[config.mk]
export PLATFORM = sky130hd
export DESIGN_NAME = tlul_rsp_merge_flat
export DESIGN_NICKNAME = d
export VERILOG_FILES = /design/src/verilog/tlmem_pkg.sv /design/src/verilog/sram_if.sv /design/src/verilog/rsp_meta_if.sv /design/src/verilog/tlul_rsp_merge.sv /design/src/flat_wrapper.sv
export SDC_FILE = /design/constraint.sdc
export NUM_CORES = 1
export LEC_CHECK = 0
export BUFFER_PORTS_ARGS = -buffer_cell sky130_fd_sc_hd__buf_4
export CAP_MARGIN = 20
export CORE_MARGIN = 5
export CORE_UTILIZATION = 45
export DETAILED_ROUTE_END_ITERATION = 16
export GPL_ROUTABILITY_DRIVEN = 0
export GPL_TIMING_DRIVEN = 0
export PLACE_DENSITY = 0.75
export REMOVE_ABC_BUFFERS = 1
export SLEW_MARGIN = 20
export SYNTH_ARGS = -nofsm -noshare
export SYNTH_HDL_FRONTEND = slang
export SYNTH_SLANG_ARGS = --single-unit
export TNS_END_PERCENT = 5
[constraint.sdc]
create_clock -name clk_i -period 2.4 [get_ports clk_i]
set_input_delay 0.48 -clock clk_i [delete_from_list [all_inputs] [get_ports clk_i]]
set_output_delay 0.48 -clock clk_i [all_outputs]
set_load 0.005 [all_outputs]
[src/verilog/tlmem_pkg.sv]
package tlmem_pkg;

    // TL-UL bus widths
    localparam int AddrW   = 32;
    localparam int DataW   = 32;
    localparam int MaskW   = 4;
    localparam int SourceW = 4;
    localparam int OpW     = 3;                   // Both A and D opcodes
    localparam int ByteW   = DataW / MaskW;

    // Bank geometry
    localparam int BankAw     = 8;                // 256 words per bank
    localparam int BankSelBit = 2;                // Even/odd word interleave
    localparam int TopAddrBit = 10;               // 2 KB window

    // Outstanding requests
    localparam int MaxInflight = 2;
    localparam int CntW        = $clog2(MaxInflight + 1);
    localparam int PtrW        = $clog2(MaxInflight);

    localparam logic [MaskW-1:0] FullMask = {MaskW{1'b1}};

    // A-channel opcodes in TL-UL encoding
    typedef enum logic [OpW-1:0] {
        PutFullData    = 3'h0,
        PutPartialData = 3'h1,
        Get            = 3'h4
    } a_opcode_e;

    // D-channel opcodes
    typedef enum logic [OpW-1:0] {
        AccessAck     = 3'h0,
        AccessAckData = 3'h1
    } d_opcode_e;

endpackage

[src/verilog/sram_if.sv]
interface sram_if;

    logic                               req;      // One-cycle strobe
    logic                               we;
    logic [tlmem_pkg::BankAw-1:0]       addr;     // Word address in bank
    logic [tlmem_pkg::DataW-1:0]        wdata;
    logic [tlmem_pkg::MaskW-1:0]        wmask;    // Byte enables
    logic [tlmem_pkg::DataW-1:0]        rdata;
    logic                               rvalid;   // Cycle after read strobe

    modport host (
        output req, we, addr, wdata, wmask
    );

    modport bank (
        input  req, we, addr, wdata, wmask,
        output rdata, rvalid
    );

    modport reader (
        input rdata, rvalid
    );

endinterface

[src/verilog/rsp_meta_if.sv]
interface rsp_meta_if;

    logic                           valid;        // Pulses once per accept
    logic                           is_read;      // Set for every Get
    logic [tlmem_pkg::SourceW-1:0]  source;
    logic                           error;
    logic                           bank;         // Odd bank when set

    modport src (
        output valid, is_read, source, error, bank
    );

    modport dst (
        input valid, is_read, source, error, bank
    );

endinterface

[src/verilog/tlul_rsp_merge.sv]
module tlul_rsp_merge (
    input  logic                            clk_i,
    input  logic                            rst_ni,

    rsp_meta_if.dst                         meta_i,
    sram_if.reader                          bank0_i,
    sram_if.reader                          bank1_i,

    input  logic                            d_ready_i,
    output logic                            d_valid_o,
    output logic [tlmem_pkg::OpW-1:0]       d_opcode_o,
    output logic [tlmem_pkg::DataW-1:0]     d_data_o,
    output logic [tlmem_pkg::SourceW-1:0]   d_source_o,
    output logic                            d_error_o,
    output logic                            retire_o
);

    // Metadata delayed to meet the bank read data
    logic                               meta_valid_q;
    logic                               is_read_q;
    logic [tlmem_pkg::SourceW-1:0]      source_q;
    logic                               error_q;
    logic                               bank_q;

    logic                               push;
    logic                               pop;
    tlmem_pkg::d_opcode_e               rsp_opcode;
    logic [tlmem_pkg::DataW-1:0]        rsp_data;

    // Response FIFO
    tlmem_pkg::d_opcode_e               fifo_op_q  [tlmem_pkg::MaxInflight];
    logic [tlmem_pkg::DataW-1:0]        fifo_data_q[tlmem_pkg::MaxInflight];
    logic [tlmem_pkg::SourceW-1:0]      fifo_src_q [tlmem_pkg::MaxInflight];
    logic                               fifo_err_q [tlmem_pkg::MaxInflight];
    logic [tlmem_pkg::PtrW-1:0]         wr_ptr_q;
    logic [tlmem_pkg::PtrW-1:0]         rd_ptr_q;
    logic [tlmem_pkg::CntW-1:0]         count_q;

    always_ff @(posedge clk_i or negedge rst_ni) begin
        if (!rst_ni) begin
            meta_valid_q <= 1'b0;
        end else begin
            meta_valid_q <= meta_i.valid;
        end
    end

    always_ff @(posedge clk_i) begin
        is_read_q <= meta_i.is_read;
        source_q  <= meta_i.source;
        error_q   <= meta_i.error;
        bank_q    <= meta_i.bank;
    end

    // Errors keep the opcode class but carry no data
    assign rsp_opcode = is_read_q ? tlmem_pkg::AccessAckData : tlmem_pkg::AccessAck;
    assign rsp_data   = (is_read_q && !error_q) ? (bank_q ? bank1_i.rdata : bank0_i.rdata)
                                                : '0;

    assign push = meta_valid_q;
    assign pop  = d_valid_o && d_ready_i;

    always_ff @(posedge clk_i) begin
        if (push) begin
            fifo_op_q[wr_ptr_q]   <= rsp_opcode;
            fifo_data_q[wr_ptr_q] <= rsp_data;
            fifo_src_q[wr_ptr_q]  <= source_q;
            fifo_err_q[wr_ptr_q]  <= error_q;
        end
    end

    always_ff @(posedge clk_i or negedge rst_ni) begin
        if (!rst_ni) begin
            wr_ptr_q <= '0;
            rd_ptr_q <= '0;
            count_q  <= '0;
        end else begin
            if (push) wr_ptr_q <= wr_ptr_q + tlmem_pkg::PtrW'(1);
            if (pop) rd_ptr_q <= rd_ptr_q + tlmem_pkg::PtrW'(1);
            if (push && !pop) begin
                count_q <= count_q + tlmem_pkg::CntW'(1);
            end else if (pop && !push) begin
                count_q <= count_q - tlmem_pkg::CntW'(1);
            end
        end
    end

    assign d_valid_o  = (count_q != '0);
    assign d_opcode_o = fifo_op_q[rd_ptr_q];
    assign d_data_o   = fifo_data_q[rd_ptr_q];
    assign d_source_o = fifo_src_q[rd_ptr_q];
    assign d_error_o  = fifo_err_q[rd_ptr_q];
    assign retire_o   = pop;                              // Frees a decoder credit

    a_single_rvalid: assert property (@(posedge clk_i) disable iff (!rst_ni)
        !(bank0_i.rvalid && bank1_i.rvalid));

    a_rvalid_meta: assert property (@(posedge clk_i) disable iff (!rst_ni)
        (bank0_i.rvalid || bank1_i.rvalid) == (meta_valid_q && is_read_q && !error_q));

    a_no_overflow: assert property (@(posedge clk_i) disable iff (!rst_ni)
        push |-> (count_q != tlmem_pkg::CntW'(tlmem_pkg::MaxInflight)));

endmodule

[src/flat_wrapper.sv]
// flat-port wrapper written by rule: the top's interface ports become plain ports
module tlul_rsp_merge_flat 
  (clk_i, rst_ni, d_ready_i, d_valid_o, d_opcode_o, d_data_o, d_source_o, d_error_o, retire_o, meta_i_valid, meta_i_is_read, meta_i_source, meta_i_error, meta_i_bank, bank0_i_rdata, bank0_i_rvalid, bank1_i_rdata, bank1_i_rvalid);
  rsp_meta_if meta_i_i ();
  sram_if bank0_i_i ();
  sram_if bank1_i_i ();
  input  logic clk_i;
  input  logic rst_ni;
  input  logic d_ready_i;
  output logic d_valid_o;
  output logic [tlmem_pkg::OpW-1:0] d_opcode_o;
  output logic [tlmem_pkg::DataW-1:0] d_data_o;
  output logic [tlmem_pkg::SourceW-1:0] d_source_o;
  output logic d_error_o;
  output logic retire_o;
  input wire logic [$bits(meta_i_i.valid)-1:0] meta_i_valid;
  input wire logic [$bits(meta_i_i.is_read)-1:0] meta_i_is_read;
  input wire logic [$bits(meta_i_i.source)-1:0] meta_i_source;
  input wire logic [$bits(meta_i_i.error)-1:0] meta_i_error;
  input wire logic [$bits(meta_i_i.bank)-1:0] meta_i_bank;
  input wire logic [$bits(bank0_i_i.rdata)-1:0] bank0_i_rdata;
  input wire logic [$bits(bank0_i_i.rvalid)-1:0] bank0_i_rvalid;
  input wire logic [$bits(bank1_i_i.rdata)-1:0] bank1_i_rdata;
  input wire logic [$bits(bank1_i_i.rvalid)-1:0] bank1_i_rvalid;
  assign meta_i_i.valid = meta_i_valid;
  assign meta_i_i.is_read = meta_i_is_read;
  assign meta_i_i.source = meta_i_source;
  assign meta_i_i.error = meta_i_error;
  assign meta_i_i.bank = meta_i_bank;
  assign bank0_i_i.rdata = bank0_i_rdata;
  assign bank0_i_i.rvalid = bank0_i_rvalid;
  assign bank1_i_i.rdata = bank1_i_rdata;
  assign bank1_i_i.rvalid = bank1_i_rvalid;
  tlul_rsp_merge u_core (.clk_i(clk_i), .rst_ni(rst_ni), .meta_i(meta_i_i), .bank0_i(bank0_i_i), .bank1_i(bank1_i_i), .d_ready_i(d_ready_i), .d_valid_o(d_valid_o), .d_opcode_o(d_opcode_o), .d_data_o(d_data_o), .d_source_o(d_source_o), .d_error_o(d_error_o), .retire_o(retire_o));
endmodule
==> results.toml <==
[run_status]
status = "finished, final reports clean"

[setup_path]
cp-end-kind = "output pin"
r2r_setup_slack_ns = 0.87
cp_max_fo = 20
reg2reg_to = "u_core.fifo_data_q[0][14]"
r2r_start = "u_core.meta_valid_q"
cpPeakStageDelay_ns = 0.63
crit_required_ns = 1.92
cpLargestDelayFamily = "flip-flops"
cp_cell_sequence = "buf_16, mux2_2, buf_4"
cp_num_buf_inv = 2
cp_slowest_cell = "dfrtp_4"
crit_arrival_ns = 1.70
cp_num_cells = 3
worstSetupPathType = "reg -> out"
worst_r2r_path_depth = 2
setup.worst_path.start = "u_core.rd_ptr_q"
critical_path.startpoint_type = "register"
endpoint = "d_data_o[28]"

[cts]
cts_tree = "done"
clk-insertion-delay-late_ns = 0.35
cts.sinks = 88
cts_root_buf = "clkbuf_8"
postCtsSetupRepairBufs = 0
clock_path_buffers = 2
cts.clk_slew.worst_paths_ns = 0.09
htreeDepth = 3
tritoncts.num_buffers = 9

[min_path]
worstHoldPathType = "in -> reg"

[die]
core_region_area_sq_um = 7810
dieArea_sq_um = 10000
die_h_um = 100
ioPinCount = 119
start_util = 0.469
die_width_um = 100
rows = 32

[detailed_routing]
routed_wl_um = 7180
routedWlPerCell_um = 16.2
vias = 2148
drtIter0Drc = 62
drc_errors = 0
ant_nets = 0
routed_via_density = 4.86
drt-pass1-iter-count = 4

[global_route]
grt_max_degree = 33
grt_pass1_wl_um = 11300
grt_usage = 0.148
antenna_found_initial = 0
grt_pass1_vias = 2380
globalRoute.totalOverflow = 0

[finish]
fin_util = 0.621
layout-drive-gt1-share = 0.524
antenna_cells = 0
finalInstanceArea_sq_um = 4850
finalNetCount = 413
area_delta_synth_final_pct = 32.5

[power_and_ir_drop]
power_density_nw_per_um2 = 943
p_total_mw = 4.57
ir_worst_vdd_v = 0.000662
p_leak_nw = 2.04

[logic_synthesis]
synthArstFlopShare = 0.0568
netlist_instances = 217
ys_ff_latch = 88
netlist_area_sq_um = 3660
synth_top_area_share = 0.624
synth_area_leaders = "edfxtp_1 (62%), mux2i_1 (8.8%), mux2_2 (8.6%), mux2_4 (4.1%), dfxtp_1 (3.8%)"
synth_edf_count = 76
ys_types = 22
yosysSeqAreaShare = 0.696
ys_warn_count = 0
yosys_most_used_dff = "edfxtp_1"
yosys.area.top_type = "edfxtp_1"
avgSynthCellArea_sq_um = 16.9

[place]
place_hpwl_um = 5130
io_buffers = 114
place_ws_ns = 0.473
placed_cell_area_sq_um = 4660

[timing]
layout_setup_ws_ns = 0.220
worstMarginPinSlew_ns = 0.724
hold_viol = 0
rsz0062_at_grt = "false"
fmax_mhz = 459
maxSlewHeadroom = 0.517
setup_viol = 0
skew_ns = 0.0130
finalCriticalPeriod_ns = 2.18
min_period_over_period = 0.908
slew_viol_final = 0

[job]
cap_violations = 0
[sequential cells by signal (all words and copies together) (netlist names)]
name	flops
u_core.bank_q	1
u_core.count_q	2
u_core.error_q	1
u_core.fifo_data_q	64
u_core.fifo_err_q	2
u_core.fifo_op_q	2
u_core.fifo_src_q	8
u_core.is_read_q	1
u_core.meta_valid_q	1
u_core.rd_ptr_q	1
u_core.source_q	4
u_core.wr_ptr_q	1
[placed cells by master (no fill, tap or decap)]
| cell | synthesis | layout |
|---|---|---|
| and2_2 | 0 | 1 |
| buf_16 | 0 | 4 |
| buf_4 | 4 | 114 |
| clkbuf_8 | 0 | 9 |
| clkinv_1 | 0 | 1 |
| clkinv_2 | 0 | 2 |
| clkinv_4 | 0 | 1 |
| clkinvlp_4 | 0 | 2 |
| conb_1 | 1 | 2 |
| dfrtp_1 | 5 | 4 |
| dfrtp_4 | 0 | 1 |
| dfxtp_1 | 7 | 6 |
| dfxtp_2 | 0 | 1 |
| dlygate4sd3_1 | 0 | 1 |
| edfxtp_1 | 76 | 76 |
| ha_1 | 1 | 1 |
| inv_1 | 1 | 1 |
| inv_6 | 0 | 1 |
| mux2_2 | 28 | 28 |
| mux2_4 | 10 | 10 |
| mux2i_1 | 32 | 32 |
| nand2_2 | 1 | 1 |
| nand2b_2 | 0 | 1 |
| nor2_1 | 33 | 33 |
| nor2b_4 | 0 | 1 |
| or2_2 | 1 | 1 |
| xnor2_1 | 2 | 2 |
| xor2_1 | 3 | 3 |
[logic make-up after synthesis]
group	Yosys count	synth area share
fa+ha+maj	1	0.00342
flops	88	0.696
buf+inv	14	0.0301
mux	70	0.215
simple gates	38	0.0424
xor+xnor	5	0.0120
other cells	1	0.00103
[report_power, final]
part           internal [mW]  switching (mW)
registers               2.02           0.169
clock network          0.374           0.519
logic                  0.925           0.565
[how the worst min path moves through the flow]
stage,cells after the start,slack [ns],endpoint,from
final,1,0.22,u_core.source_q[1],meta_i_source[1]
after global routing,1,0.20,u_core.source_q[1],meta_i_source[1]
after CTS,1,0.20,u_core.source_q[1],meta_i_source[1]
after detailed placement,1,0.28,u_core.wr_ptr_q,rst_ni
after global placement,1,0.28,u_core.rd_ptr_q,rst_ni
after floorplan,0,0.18,u_core.count_q[0],rst_ni
[metrics by stage]
stage	std cells	setup TNS, ns	hold WS [ns]
2_1_floorplan	205	-5.45	0.184
3_3_place_gp	421	-49.97	0.284
3_5_place_dp	425	0	0.285
4_1_cts	442	0	0.201
5_1_grt	442	0	0.198
6_report	442	0	0.222
[repair_timing]
item / 4_1_cts / 5_1_grt
endpoints found under the hold margin: 5 / 0
setup endpoints to repair: 0 / 1
hold buffers: 1 / 0
resized for setup: 0 / 1
[cell usage after synthesis, types with 2 or more instances]
library cell  instances
mux2i_1              32
xnor2_1               2
mux2_2               28
edfxtp_1             76
buf_6                 4
xor2_1                3
nor2_1               33
dfrtp_1               5
buf_4                 4
mux2_4               10
dfxtp_1               7
buf_1                 3
[worst register-to-register path: cells and delay by family (launching register included)]
family	cells	cell delay, ns
flops	1	0.41
simple gates	1	0.57
buf+inv	1	0.25
[final cells by class]
type | instances | area, sq um
clock buffer | 9 | 124
clock inverter | 7 | 46.3
fill | 587 | 2960
inverter | 1 | 3.75
multi-input combinational | 116 | 1020
sequential | 88 | 2550
tap | 102 | 128
timing repair buffer | 119 | 976
[routing by layer]
metal | vias up | global-route usage | part of all wire
li1 | 1033 | - | -
met1 | 1041 | 0.146 | 0.35
met2 | 66 | 0.275 | 0.57
met3 | 8 | 0.0473 | 0.069
met4 | 0 | 0.0715 | 0.015
met5 | - | 0 | 0
Note: power is estimated with default switching activity, not from simulation.
