## config.mk

```make
export PLATFORM = sky130hd
export DESIGN_NAME = tlul_req_decode_flat
export DESIGN_NICKNAME = d
export VERILOG_FILES = /design/src/verilog/tlmem_pkg.sv /design/src/verilog/sram_if.sv /design/src/verilog/rsp_meta_if.sv /design/src/verilog/tlul_req_decode.sv /design/src/flat_wrapper.sv
export SDC_FILE = /design/constraint.sdc
export NUM_CORES = 1
export LEC_CHECK = 0
export BUFFER_PORTS_ARGS = -buffer_cell sky130_fd_sc_hd__buf_2
export CAP_MARGIN = 10
export CORE_AREA = 2 2 69 71
export CTS_CLUSTER_DIAMETER = 40
export DETAILED_ROUTE_END_ITERATION = 7
export DIE_AREA = 0 0 71 73
export PLACE_DENSITY = 0.68
export SETUP_SLACK_MARGIN = 0.15
export SLEW_MARGIN = 20
export SYNTH_ARGS = -nofsm -noshare
export SYNTH_HDL_FRONTEND = slang
export SYNTH_SLANG_ARGS = --single-unit
```

## constraint.sdc

```tcl
create_clock -name clk_i -period 5.9 [get_ports clk_i]
set_input_delay 1.475 -clock clk_i [delete_from_list [all_inputs] [get_ports clk_i]]
set_output_delay 1.475 -clock clk_i [all_outputs]
set_load 0.05 [all_outputs]
```

## src/verilog/tlmem_pkg.sv

```systemverilog
package tlmem_pkg;

    // TL-UL bus widths
    localparam int AddrW   = 32;
    localparam int DataW   = 32;
    localparam int MaskW   = 4;
    localparam int SourceW = 4;
    localparam int OpW     = 3;                   // Both A and D opcodes
    localparam int ByteW   = DataW / MaskW;

    // Bank geometry
    localparam int BankAw     = 8;                // 256 words per bank
    localparam int BankSelBit = 2;                // Even/odd word interleave
    localparam int TopAddrBit = 10;               // 2 KB window

    // Outstanding requests
    localparam int MaxInflight = 2;
    localparam int CntW        = $clog2(MaxInflight + 1);
    localparam int PtrW        = $clog2(MaxInflight);

    localparam logic [MaskW-1:0] FullMask = {MaskW{1'b1}};

    // A-channel opcodes in TL-UL encoding
    typedef enum logic [OpW-1:0] {
        PutFullData    = 3'h0,
        PutPartialData = 3'h1,
        Get            = 3'h4
    } a_opcode_e;

    // D-channel opcodes
    typedef enum logic [OpW-1:0] {
        AccessAck     = 3'h0,
        AccessAckData = 3'h1
    } d_opcode_e;

endpackage

```

## src/verilog/sram_if.sv

```systemverilog
interface sram_if;

    logic                               req;      // One-cycle strobe
    logic                               we;
    logic [tlmem_pkg::BankAw-1:0]       addr;     // Word address in bank
    logic [tlmem_pkg::DataW-1:0]        wdata;
    logic [tlmem_pkg::MaskW-1:0]        wmask;    // Byte enables
    logic [tlmem_pkg::DataW-1:0]        rdata;
    logic                               rvalid;   // Cycle after read strobe

    modport host (
        output req, we, addr, wdata, wmask
    );

    modport bank (
        input  req, we, addr, wdata, wmask,
        output rdata, rvalid
    );

    modport reader (
        input rdata, rvalid
    );

endinterface

```

## src/verilog/rsp_meta_if.sv

```systemverilog
interface rsp_meta_if;

    logic                           valid;        // Pulses once per accept
    logic                           is_read;      // Set for every Get
    logic [tlmem_pkg::SourceW-1:0]  source;
    logic                           error;
    logic                           bank;         // Odd bank when set

    modport src (
        output valid, is_read, source, error, bank
    );

    modport dst (
        input valid, is_read, source, error, bank
    );

endinterface

```

## src/verilog/tlul_req_decode.sv

```systemverilog
module tlul_req_decode (
    input  logic                            clk_i,
    input  logic                            rst_ni,

    input  logic                            a_valid_i,
    input  logic [tlmem_pkg::OpW-1:0]       a_opcode_i,
    input  logic [tlmem_pkg::AddrW-1:0]     a_address_i,
    input  logic [tlmem_pkg::DataW-1:0]     a_data_i,
    input  logic [tlmem_pkg::MaskW-1:0]     a_mask_i,
    input  logic [tlmem_pkg::SourceW-1:0]   a_source_i,
    output logic                            a_ready_o,

    input  logic                            retire_i,

    sram_if.host                            bank0_o,
    sram_if.host                            bank1_o,
    rsp_meta_if.src                         meta_o
);

    logic [tlmem_pkg::CntW-1:0]     credit_q;
    logic                           accept;
    logic                           is_get;
    logic                           op_known;
    logic                           addr_err;
    logic                           mask_err;
    logic                           req_err;
    logic                           bank_sel;
    logic [tlmem_pkg::BankAw-1:0]   word_addr;
    logic [tlmem_pkg::MaskW-1:0]    byte_mask;

    assign a_ready_o = (credit_q != tlmem_pkg::CntW'(tlmem_pkg::MaxInflight));
    assign accept    = a_valid_i && a_ready_o;

    // Request classification
    assign is_get   = (a_opcode_i == tlmem_pkg::Get);
    assign op_known = is_get || (a_opcode_i == tlmem_pkg::PutFullData) ||
                      (a_opcode_i == tlmem_pkg::PutPartialData);
    assign addr_err = |a_address_i[tlmem_pkg::AddrW-1:tlmem_pkg::TopAddrBit+1];
    assign mask_err = (a_opcode_i == tlmem_pkg::PutFullData) &&
                      (a_mask_i != tlmem_pkg::FullMask);
    assign req_err  = addr_err || !op_known || mask_err;

    assign bank_sel  = a_address_i[tlmem_pkg::BankSelBit];
    assign word_addr = a_address_i[tlmem_pkg::TopAddrBit:tlmem_pkg::BankSelBit+1];
    assign byte_mask = is_get ? tlmem_pkg::FullMask : a_mask_i;  // Reads fetch the whole word

    // Erroneous requests stay off the banks
    assign bank0_o.req   = accept && !req_err && !bank_sel;
    assign bank0_o.we    = !is_get;
    assign bank0_o.addr  = word_addr;
    assign bank0_o.wdata = a_data_i;
    assign bank0_o.wmask = byte_mask;

    assign bank1_o.req   = accept && !req_err && bank_sel;
    assign bank1_o.we    = !is_get;
    assign bank1_o.addr  = word_addr;
    assign bank1_o.wdata = a_data_i;
    assign bank1_o.wmask = byte_mask;

    // Metadata for the merger in the strobe cycle
    assign meta_o.valid   = accept;
    assign meta_o.is_read = is_get;
    assign meta_o.source  = a_source_i;
    assign meta_o.error   = req_err;
    assign meta_o.bank    = bank_sel;

    // Requests accepted but not yet retired on D
    always_ff @(posedge clk_i or negedge rst_ni) begin
        if (!rst_ni) begin
            credit_q <= '0;
        end else if (accept && !retire_i) begin
            credit_q <= credit_q + tlmem_pkg::CntW'(1);
        end else if (!accept && retire_i) begin
            credit_q <= credit_q - tlmem_pkg::CntW'(1);
        end
    end

    a_credit_bound: assert property (@(posedge clk_i) disable iff (!rst_ni)
        credit_q <= tlmem_pkg::CntW'(tlmem_pkg::MaxInflight));

    a_retire_owed: assert property (@(posedge clk_i) disable iff (!rst_ni)
        retire_i |-> (credit_q != '0));

endmodule

```

## src/flat_wrapper.sv

```systemverilog
// flat-port wrapper written by rule: the top's interface ports become plain ports
module tlul_req_decode_flat 
  (clk_i, rst_ni, a_valid_i, a_opcode_i, a_address_i, a_data_i, a_mask_i, a_source_i, a_ready_o, retire_i, bank0_o_req, bank0_o_we, bank0_o_addr, bank0_o_wdata, bank0_o_wmask, bank1_o_req, bank1_o_we, bank1_o_addr, bank1_o_wdata, bank1_o_wmask, meta_o_valid, meta_o_is_read, meta_o_source, meta_o_error, meta_o_bank);
  sram_if bank0_o_i ();
  sram_if bank1_o_i ();
  rsp_meta_if meta_o_i ();
  input  logic clk_i;
  input  logic rst_ni;
  input  logic a_valid_i;
  input  logic [tlmem_pkg::OpW-1:0] a_opcode_i;
  input  logic [tlmem_pkg::AddrW-1:0] a_address_i;
  input  logic [tlmem_pkg::DataW-1:0] a_data_i;
  input  logic [tlmem_pkg::MaskW-1:0] a_mask_i;
  input  logic [tlmem_pkg::SourceW-1:0] a_source_i;
  output logic a_ready_o;
  input  logic retire_i;
  output wire logic [$bits(bank0_o_i.req)-1:0] bank0_o_req;
  output wire logic [$bits(bank0_o_i.we)-1:0] bank0_o_we;
  output wire logic [$bits(bank0_o_i.addr)-1:0] bank0_o_addr;
  output wire logic [$bits(bank0_o_i.wdata)-1:0] bank0_o_wdata;
  output wire logic [$bits(bank0_o_i.wmask)-1:0] bank0_o_wmask;
  output wire logic [$bits(bank1_o_i.req)-1:0] bank1_o_req;
  output wire logic [$bits(bank1_o_i.we)-1:0] bank1_o_we;
  output wire logic [$bits(bank1_o_i.addr)-1:0] bank1_o_addr;
  output wire logic [$bits(bank1_o_i.wdata)-1:0] bank1_o_wdata;
  output wire logic [$bits(bank1_o_i.wmask)-1:0] bank1_o_wmask;
  output wire logic [$bits(meta_o_i.valid)-1:0] meta_o_valid;
  output wire logic [$bits(meta_o_i.is_read)-1:0] meta_o_is_read;
  output wire logic [$bits(meta_o_i.source)-1:0] meta_o_source;
  output wire logic [$bits(meta_o_i.error)-1:0] meta_o_error;
  output wire logic [$bits(meta_o_i.bank)-1:0] meta_o_bank;
  assign bank0_o_req = bank0_o_i.req;
  assign bank0_o_we = bank0_o_i.we;
  assign bank0_o_addr = bank0_o_i.addr;
  assign bank0_o_wdata = bank0_o_i.wdata;
  assign bank0_o_wmask = bank0_o_i.wmask;
  assign bank1_o_req = bank1_o_i.req;
  assign bank1_o_we = bank1_o_i.we;
  assign bank1_o_addr = bank1_o_i.addr;
  assign bank1_o_wdata = bank1_o_i.wdata;
  assign bank1_o_wmask = bank1_o_i.wmask;
  assign meta_o_valid = meta_o_i.valid;
  assign meta_o_is_read = meta_o_i.is_read;
  assign meta_o_source = meta_o_i.source;
  assign meta_o_error = meta_o_i.error;
  assign meta_o_bank = meta_o_i.bank;
  tlul_req_decode u_core (.clk_i(clk_i), .rst_ni(rst_ni), .a_valid_i(a_valid_i), .a_opcode_i(a_opcode_i), .a_address_i(a_address_i), .a_data_i(a_data_i), .a_mask_i(a_mask_i), .a_source_i(a_source_i), .a_ready_o(a_ready_o), .retire_i(retire_i), .bank0_o(bank0_o_i), .bank1_o(bank1_o_i), .meta_o(meta_o_i));
endmodule
```

==> results of run 1 <==
-- layout make-up --
type / instances / area [um2]
Tap cell: 54 / 67.6
Clock buffer: 3 / 41.3
Inverter: 3 / 11.3
Sequential cell: 2 / 50.0
Multi-Input combinational cell: 26 / 175
Timing Repair Buffer: 49 / 245
Fill cell: 519 / 3950
-- worst register-to-register path, delay by kind of cell, from the launching register on --
kind          cells  cell delay (ns)
flops             1             0.39
xor+xnor          2             0.30
fa+ha+maj         1             0.18
buf+inv           1             0.06
simple gates      3             0.40
-- Yosys cell counts, drive strengths merged --
master  count  share of area
ha          1          0.014
nand3       1         0.0055
or4         1         0.0082
or2         5          0.034
xnor2       1         0.0096
xor2        2          0.019
inv         3          0.012
nor4        5          0.034
a211o       2          0.019
buf        90           0.74
nor2        1         0.0041
nor3        2          0.011
nand2       1         0.0041
nand2b      1         0.0069
nor3b       1         0.0082
dfrtp       2          0.055
nand4       2          0.014
-- worst min path at each step --
stage                       start            endpoint  slack [ns]
2_1_floorplan  u_core.credit_q[1]  u_core.credit_q[1]        0.44
3_3_place_gp   u_core.credit_q[1]  u_core.credit_q[1]        0.46
3_5_place_dp   u_core.credit_q[1]  u_core.credit_q[1]        0.47
4_1_cts        u_core.credit_q[1]  u_core.credit_q[1]        0.47
5_1_grt        u_core.credit_q[1]  u_core.credit_q[1]        0.52
6_report       u_core.credit_q[1]  u_core.credit_q[1]        0.47
-- power by group --
group | switching [uW] | internal (uW)
Clock | 8.85 | 43.0
Combinational | 60.5 | 29.3
Sequential | 5.98 | 21.6
Total | 75.4 | 93.9
-- metal layers --
| metal | vias to the layer above | GRT usage |
|---|---|---|
| li1 | 220 | - |
| met2 | 61 | 0.0696 |
| met3 | 30 | 0.0276 |
| met5 | - | 0 |
| met4 | 0 | 0.0755 |
| met1 | 192 | 0.0479 |
-- logic make-up after synthesis --
logic type | Yosys count
buffers and inverters | 93
xor gates and xnor gates | 3
and+or+nand+nor | 20
adders and majority gates | 1
AOI/OAI and AO/OA | 2
DFF | 2
-- stage by stage --
step / power (uW) / utilization / instances / area, um2
after global placement: 117 / 0.121 / 134 / 549
after global routing: 183 / 0.130 / 137 / 591
after floorplan: 248 / - / 121 / 912
after CTS: 172 / 0.130 / 137 / 591
final: 169 / 0.130 / 137 / 591
after detailed placement: 118 / 0.121 / 134 / 549
==> flow_summary.ini, run 1 <==
[synthesis]
synthXorXnorAreaFrac = 0.0288
synthAdderAreaFrac = 0.0137
synth-simple-area-share = 0.130
ys_seq_area_frac = 0.0549
synthDistinctLibCells = 17
syn_avg_cell_area_um2 = 7.54
yosysWarnings = 0
syn_area_um2 = 912
synth_top_family_by_area = buffers and inverters
synth_compound_area_frac = 0.0192
netlist_instances = 121
yosys-mux-area-fraction = 0
ys_seq_elements = 2
synth_fp_nets = 201

[setup_path]
cp_data_required_time_ns = 4.43
path_class = in2out
reg2reg_from = u_core.credit_q[0]
worst-path-stages = 5
startpoint = a_address_i[20]
path_max_fanout = 3
critPathLaunchType = input port
cpMostUsedCell = buf_2
critPathTopFamily = simple AND/OR/NAND/NOR gates
reg2regPathDepth = 7
max_stage_delay_ns = 0.50
path_cells = buf_2 -> or4_1 -> a211o_1 -> nor4_1 -> buf_2
worst_path_max_delay_cell = or4_1
crit_buf_inv = 2
endpoint_kind = output port
arrival_ns = 2.83
r2r_slack_ns = 4.48
crit_end = bank0_o_req
r2r_end = u_core.credit_q[1]

[final_layout]
largest-register = u_core.credit_q
nets = 165
largest_register_ffs = 2
area_delta_synth_final_pct = -35.3
reg_top3 = u_core.credit_q (2)
drive_gt1_frac = 0.627
diodes = 0
final_common_cell = buf_2
final_cell_mix = 49 x buf_2, 5 x or2_1, 5 x nor4_1

[global_routing]
grt_use_total = 0.0521
grt.overflow.total = 0
antenna_found_initial = 0
grt_pass1_vias = 489
grt_max_degree = 7
grt_pass1_wl_um = 2150

[timing]
finClkSkew_ns = 0.00110
finalCritPeriodShare = 0.730
max_clock_freq_mhz = 232
worstMarginPinSlew_ns = 0.585
slew_headroom = 0.609
rsz0062_at_grt = no
hold_violations = 0
hold_slack_ns = 0.471
final-max-slew-violation-count = 0
setup_viol = 0
period_needed_ns = 4.30
final.setup.tns_ns = 0
worst_slack_ns = 1.60

[clock_network]
root_buffer = clkbuf_8
cts_setup_buffers = 0
htree_levels = 1
path_clk_slew_ns = 0.03
cts_buffers = 3
holdBufCountCts = 0
cts_tree = built
ctsResizeCount = 0
cts.path.max_buffers = 2
clock_sinks = 2
clk-insertion-delay-late_ns = 0.20

[hold_path]
min_path_type = reg2reg
hold_depth = 1

[drt]
routed-wl-met3_um = 233
wire_per_inst_um = 11.3
dr_total_vias = 503
routed_wl_um = 1540
dr.pass1.iters = 2
drc = 0
via_per_inst = 3.67
dr.first_iter.drc_count = 1
top_layer = met4
met1_length_um = 458
ant_nets = 0
wl_met2_um = 687

[power_and_ir_drop]
power.leakage_uw = 0.000299
ir_worst_vdd_mv = 0.219
power_density_mw_per_mm2 = 287

[run_status]
status = finished, final reports clean

[floorplan]
initial_core_util = 0.201
die_y_um = 73
rows = 25
die_w_um = 71
core-area_mm2 = 0.00454
pin_count = 180
die-area_mm2 = 0.00518

[place]
gp_congestion = 0.761
dpl.hpwl_um = 1410
pre_cts_ws_ns = 1.59
place.port_buffers = 49

[flow_run]
cap_violations = 0
(Power assumes the default switching activity.)
==> run 2: changes to the inputs <==
Settings changed: CORE_AREA 2 2 69 71 to 2 2 70 72, DIE_AREA 0 0 71 73 to 0 0 72 74, PLACE_DENSITY 0.68 to 0.69.
Clock period 5.9 ns to 3.59 ns, I/O delays scaled along.
==> run 2 against run 1 <==
Utilization up 0.18 points. Clock skew up 0.00060 ns. Via count up 0.40%. Sequential power up 62%. Clock power up 74%. Global-route usage up 0.21 points. Critical path depth unchanged. Setup slack worse by 1.1 ns. First-iteration DRC count rose to 3.0 times the previous value. Sequential cell count unchanged.
==> flow_summary.ini, run 2 (same netlist as run 1, synthesis figures left out) <==
[run_status]
status = finished, final reports clean

[clock_network]
root_buffer = clkbuf_8
cts_buffers = 3
path_clk_slew_ns = 0.03
clk-insertion-delay-late_ns = 0.21
cts_setup_buffers = 0
cts.path.max_buffers = 2
holdBufCountCts = 0
cts_tree = built
htree_levels = 1
ctsResizeCount = 0
clock_sinks = 2

[flow_run]
cap_violations = 0

[floorplan]
initial_core_util = 0.198
die_y_um = 74
die-area_mm2 = 0.00533
rows = 25
die_w_um = 72
core-area_mm2 = 0.00460
pin_count = 180

[timing]
final.setup.tns_ns = 0
worst_slack_ns = 0.460
slew_headroom = 0.740
rsz0062_at_grt = no
finClkSkew_ns = 0.00170
setup_viol = 0
final-max-slew-violation-count = 0
worstMarginPinSlew_ns = 0.387
hold_slack_ns = 0.462
max_clock_freq_mhz = 320
period_needed_ns = 3.13
finalCritPeriodShare = 0.872
hold_violations = 0

[final_layout]
drive_gt1_frac = 0.663
largest_register_ffs = 2
largest-register = u_core.credit_q
diodes = 0
final_cell_mix = 49 x buf_2, 5 x or2_1, 4 x nor4_1
nets = 165
reg_top3 = u_core.credit_q (2)
fin_area_um2 = 607
final_common_cell = buf_2
n_fill_cell = 516
area_delta_synth_final_pct = -33.5

[global_routing]
grt.overflow.total = 0
grt_max_degree = 7
grt_pass1_wl_um = 2020
antenna_found_initial = 0
grt_pass1_vias = 438
grt_use_total = 0.0542

[setup_path]
path_max_fanout = 3
startpoint = a_address_i[20]
endpoint_kind = output port
crit_end = bank1_o_req
reg2regPathDepth = 6
r2r_end = u_core.credit_q[1]
r2r_slack_ns = 2.13
arrival_ns = 2.23
path_class = in2out
cp_data_required_time_ns = 2.69
critPathLaunchType = input port
reg2reg_from = u_core.credit_q[0]

[drt]
ant_nets = 0
routed_wl_um = 1660
wire_per_inst_um = 12.1
drc = 0
via_per_inst = 3.69
dr.pass1.iters = 2
dr.first_iter.drc_count = 3
dr_total_vias = 505

[place]
pre_cts_ws_ns = 0.450
gp_congestion = 0.691
place.port_buffers = 49
post_dp_cell_area_um2 = 566

[hold_path]
min_path_type = in2async

[power_and_ir_drop]
power.leakage_uw = 0.000301
power_density_mw_per_mm2 = 468
ir_worst_vdd_mv = 0.356
[run 2: cell count changes in the layout (fill, tap and decap cells not counted)]
| cell | delta |
|---|---|
| nor3_1 | -1 |
| nor3_2 | +1 |
| nor3b_1 | -1 |
| nor3b_2 | +1 |
| nor4_1 | -1 |
| nor4_2 | +1 |
[run 2: critical path, stage by stage]
cell     delay [ns]
buf_2          0.09
or4_1          0.51
a211o_1        0.29
nor3_2         0.16
buf_2          0.28
[run 2: layout make-up]
type	instances	area, um2	area share
clock buffers	3	41.3	0.0680
inverters	3	11.3	0.0186
flip-flops and latches	2	50.0	0.0825
multi-input cells	26	191	0.315
well taps	54	67.6	0.111
repair buffers	49	245	0.404
[run 2: worst min-delay path by stage]
stage | depth (start not counted) | start | slack (ns) | endpoint
2_1_floorplan | 1 | u_core.credit_q[1] | 0.44 | u_core.credit_q[1]
3_3_place_gp | 1 | u_core.credit_q[1] | 0.46 | u_core.credit_q[1]
3_5_place_dp | 1 | u_core.credit_q[1] | 0.46 | u_core.credit_q[1]
4_1_cts | 1 | rst_ni | 0.46 | u_core.credit_q[0]
5_1_grt | 1 | rst_ni | 0.46 | u_core.credit_q[0]
6_report | 1 | rst_ni | 0.46 | u_core.credit_q[0]
[run 2: metrics by stage]
stage	utilization	total power [uW]	instances
6_report	0.132	284	137
4_1_cts	0.132	290	137
5_1_grt	0.132	303	137
2_1_floorplan	-	408	121
3_3_place_gp	0.123	195	134
3_5_place_dp	0.123	195	134
[run 2: metal layers]
layer,track usage,vias up,routed length (um)
li1,-,219,-
met1,0.0375,206,436
met2,0.0823,47,756
met3,0.0339,33,287
met4,0.0839,0,179
met5,0,-,0
[run 2: power breakdown]
part | internal, uW | switching [uW] | total, uW | leakage (uW)
combinational | 48.6 | 100 | 149 | 0.000256
sequential | 35.5 | 9.20 | 44.7 | 0.0000233
clock | 71.1 | 19.3 | 90.3 | 0.0000216
total | 155 | 129 | 284 | 0.000301
==> run 3: changes to the inputs <==
Settings changed: CTS_BUF_LIST set to sky130_fd_sc_hd__clkbuf_4 sky130_fd_sc_hd__clkbuf_8, GPL_TIMING_DRIVEN set to 0, PLACE_DENSITY 0.69 to 0.67.
Clock period 3.59 ns to 3.8 ns, I/O delays scaled along.
==> run 3 against run 2 <==
Cell count up 130%. Count of clock-buffer cells in the layout unchanged. Total power up 93%. Setup slack better by 0.064 ns. Critical path depth unchanged. Largest power group unchanged.
==> flow_summary.ini, run 3 (same netlist as run 1, synthesis figures left out) <==
[timing]
slew_headroom = 0.740
setup_viol = 0
finalCritPeriodShare = 0.862
rsz0062_at_grt = no
final-max-slew-violation-count = 0
hold_violations = 0
max_clock_freq_mhz = 305
worstMarginPinSlew_ns = 0.386
finClkSkew_ns = 0.00430
period_needed_ns = 3.28
final.setup.tns_ns = 0

[global_routing]
grt.overflow.total = 0
grt_pass1_vias = 877
grt_use_total = 0.0846
grt_max_degree = 7
grt_pass1_wl_um = 3560
antenna_found_initial = 0

[place]
place.port_buffers = 133
dpl.hpwl_um = 2770
dp_cells = 308
gp_congestion = 0.722

[final_layout]
ff_latch_area_um2 = 50.0
n_fill_cell = 502
diodes = 0
drive_gt1_frac = 0.891
largest_register_ffs = 2
largest-register = u_core.credit_q
final_common_cell = buf_2
nets = 339
stdcell_count = 311
area_delta_synth_final_pct = 86.7
final_cell_mix = 133 x buf_2, 90 x buf_4, 5 x or2_1
reg_top3 = u_core.credit_q (2)
multi_input_area_um2 = 191

[clock_network]
cts_tree = built
htree_levels = 1
clk-insertion-delay-late_ns = 0.21
cts.path.max_buffers = 2
holdBufCountCts = 0
clock_sinks = 2
root_buffer = clkbuf_8
ctsResizeCount = 0
cts_buffers = 3
path_clk_slew_ns = 0.03
cts_setup_buffers = 0

[hold_path]
hold_depth = 1
min_path_type = reg2reg
hold_start = u_core.credit_q[1]
worstHoldEndpoint = u_core.credit_q[1]

[floorplan]
die-area_mm2 = 0.00533
die_w_um = 72
initial_core_util = 0.198
core-area_mm2 = 0.00460
pin_count = 180
rows = 25
die_y_um = 74

[setup_path]
reg2regPathDepth = 7
cp_data_required_time_ns = 2.85
reg2reg_from = u_core.credit_q[0]
path_class = in2out
arrival_ns = 2.33
r2r_end = u_core.credit_q[1]
critPathLaunchType = input port
r2r_slack_ns = 2.37
path_max_fanout = 3
endpoint_kind = output port

[run_status]
status = finished, final reports clean

[drt]
via_per_inst = 3.60
dr.pass1.iters = 2
dr.first_iter.drc_count = 7
routed_wl_um = 2890
wire_per_inst_um = 9.29
ant_nets = 0
dr_total_vias = 1120
drc = 0

[power_and_ir_drop]
fin_total_pwr_uw = 548
power.leakage_uw = 0.00106
ir_worst_vdd_mv = 0.324
power_density_mw_per_mm2 = 322

[flow_run]
cap_violations = 0
run 3: cell count changes in the layout (fill, tap and decap cells not counted):
cell	previous run	this run
buf_4	0	90
buf_2	49	133
run 3: where the power goes:
| group | total [uW] | switching, uW | internal (uW) |
|---|---|---|---|
| Clock | 84.2 | 17.1 | 67.0 |
| Sequential | 43.0 | 9.48 | 33.5 |
| Combinational | 421 | 287 | 134 |
run 3: final cells by class:
class	instances	share of cell area
buffer	90	0.397
timing repair buffer	133	0.391
multi-input combinational	26	0.112
tap	54	0.0397
sequential	2	0.0294
clock buffer	3	0.0242
inverter	3	0.00661
run 3: per-layer routing:
| metal | up-vias | global-route usage | wire (um) |
|---|---|---|---|
| li1 | 569 | - | - |
| met1 | 452 | 0.0782 | 854 |
| met2 | 96 | 0.183 | 1560 |
| met3 | 3 | 0.0163 | 453 |
| met4 | 0 | 0.0252 | 17 |
| met5 | - | 0 | 0 |
run 3: worst max path at each step:
stage	start	to	slack [ns]	cells after the start
2_1_floorplan	a_address_i[20]	bank0_o_req	0.26	3
3_3_place_gp	a_address_i[26]	bank0_o_req	0.40	5
3_5_place_dp	a_address_i[26]	bank0_o_req	0.42	5
4_1_cts	a_address_i[26]	bank0_o_req	0.42	5
5_1_grt	a_address_i[26]	bank0_o_req	0.35	5
6_report	a_address_i[20]	bank1_o_req	0.52	5
run 3: stage by stage:
stage | cell area (um2) | hold WS (ns) | worst slack, ns | util
global route | 1700 | 0.472 | 0.350 | 0.370
finish | 1700 | 0.463 | 0.524 | 0.370
detailed placement | 1660 | 0.457 | 0.424 | 0.361
CTS | 1700 | 0.465 | 0.423 | 0.370
floorplan | 928 | 0.443 | 0.257 | -
global placement | 1660 | 0.459 | 0.400 | 0.361
run 3: worst max-delay path, cell delays in order:
cell	delay (ns)
buf_2	0.09
or4_1	0.54
a211o_1	0.30
nor3_2	0.15
buf_2	0.28
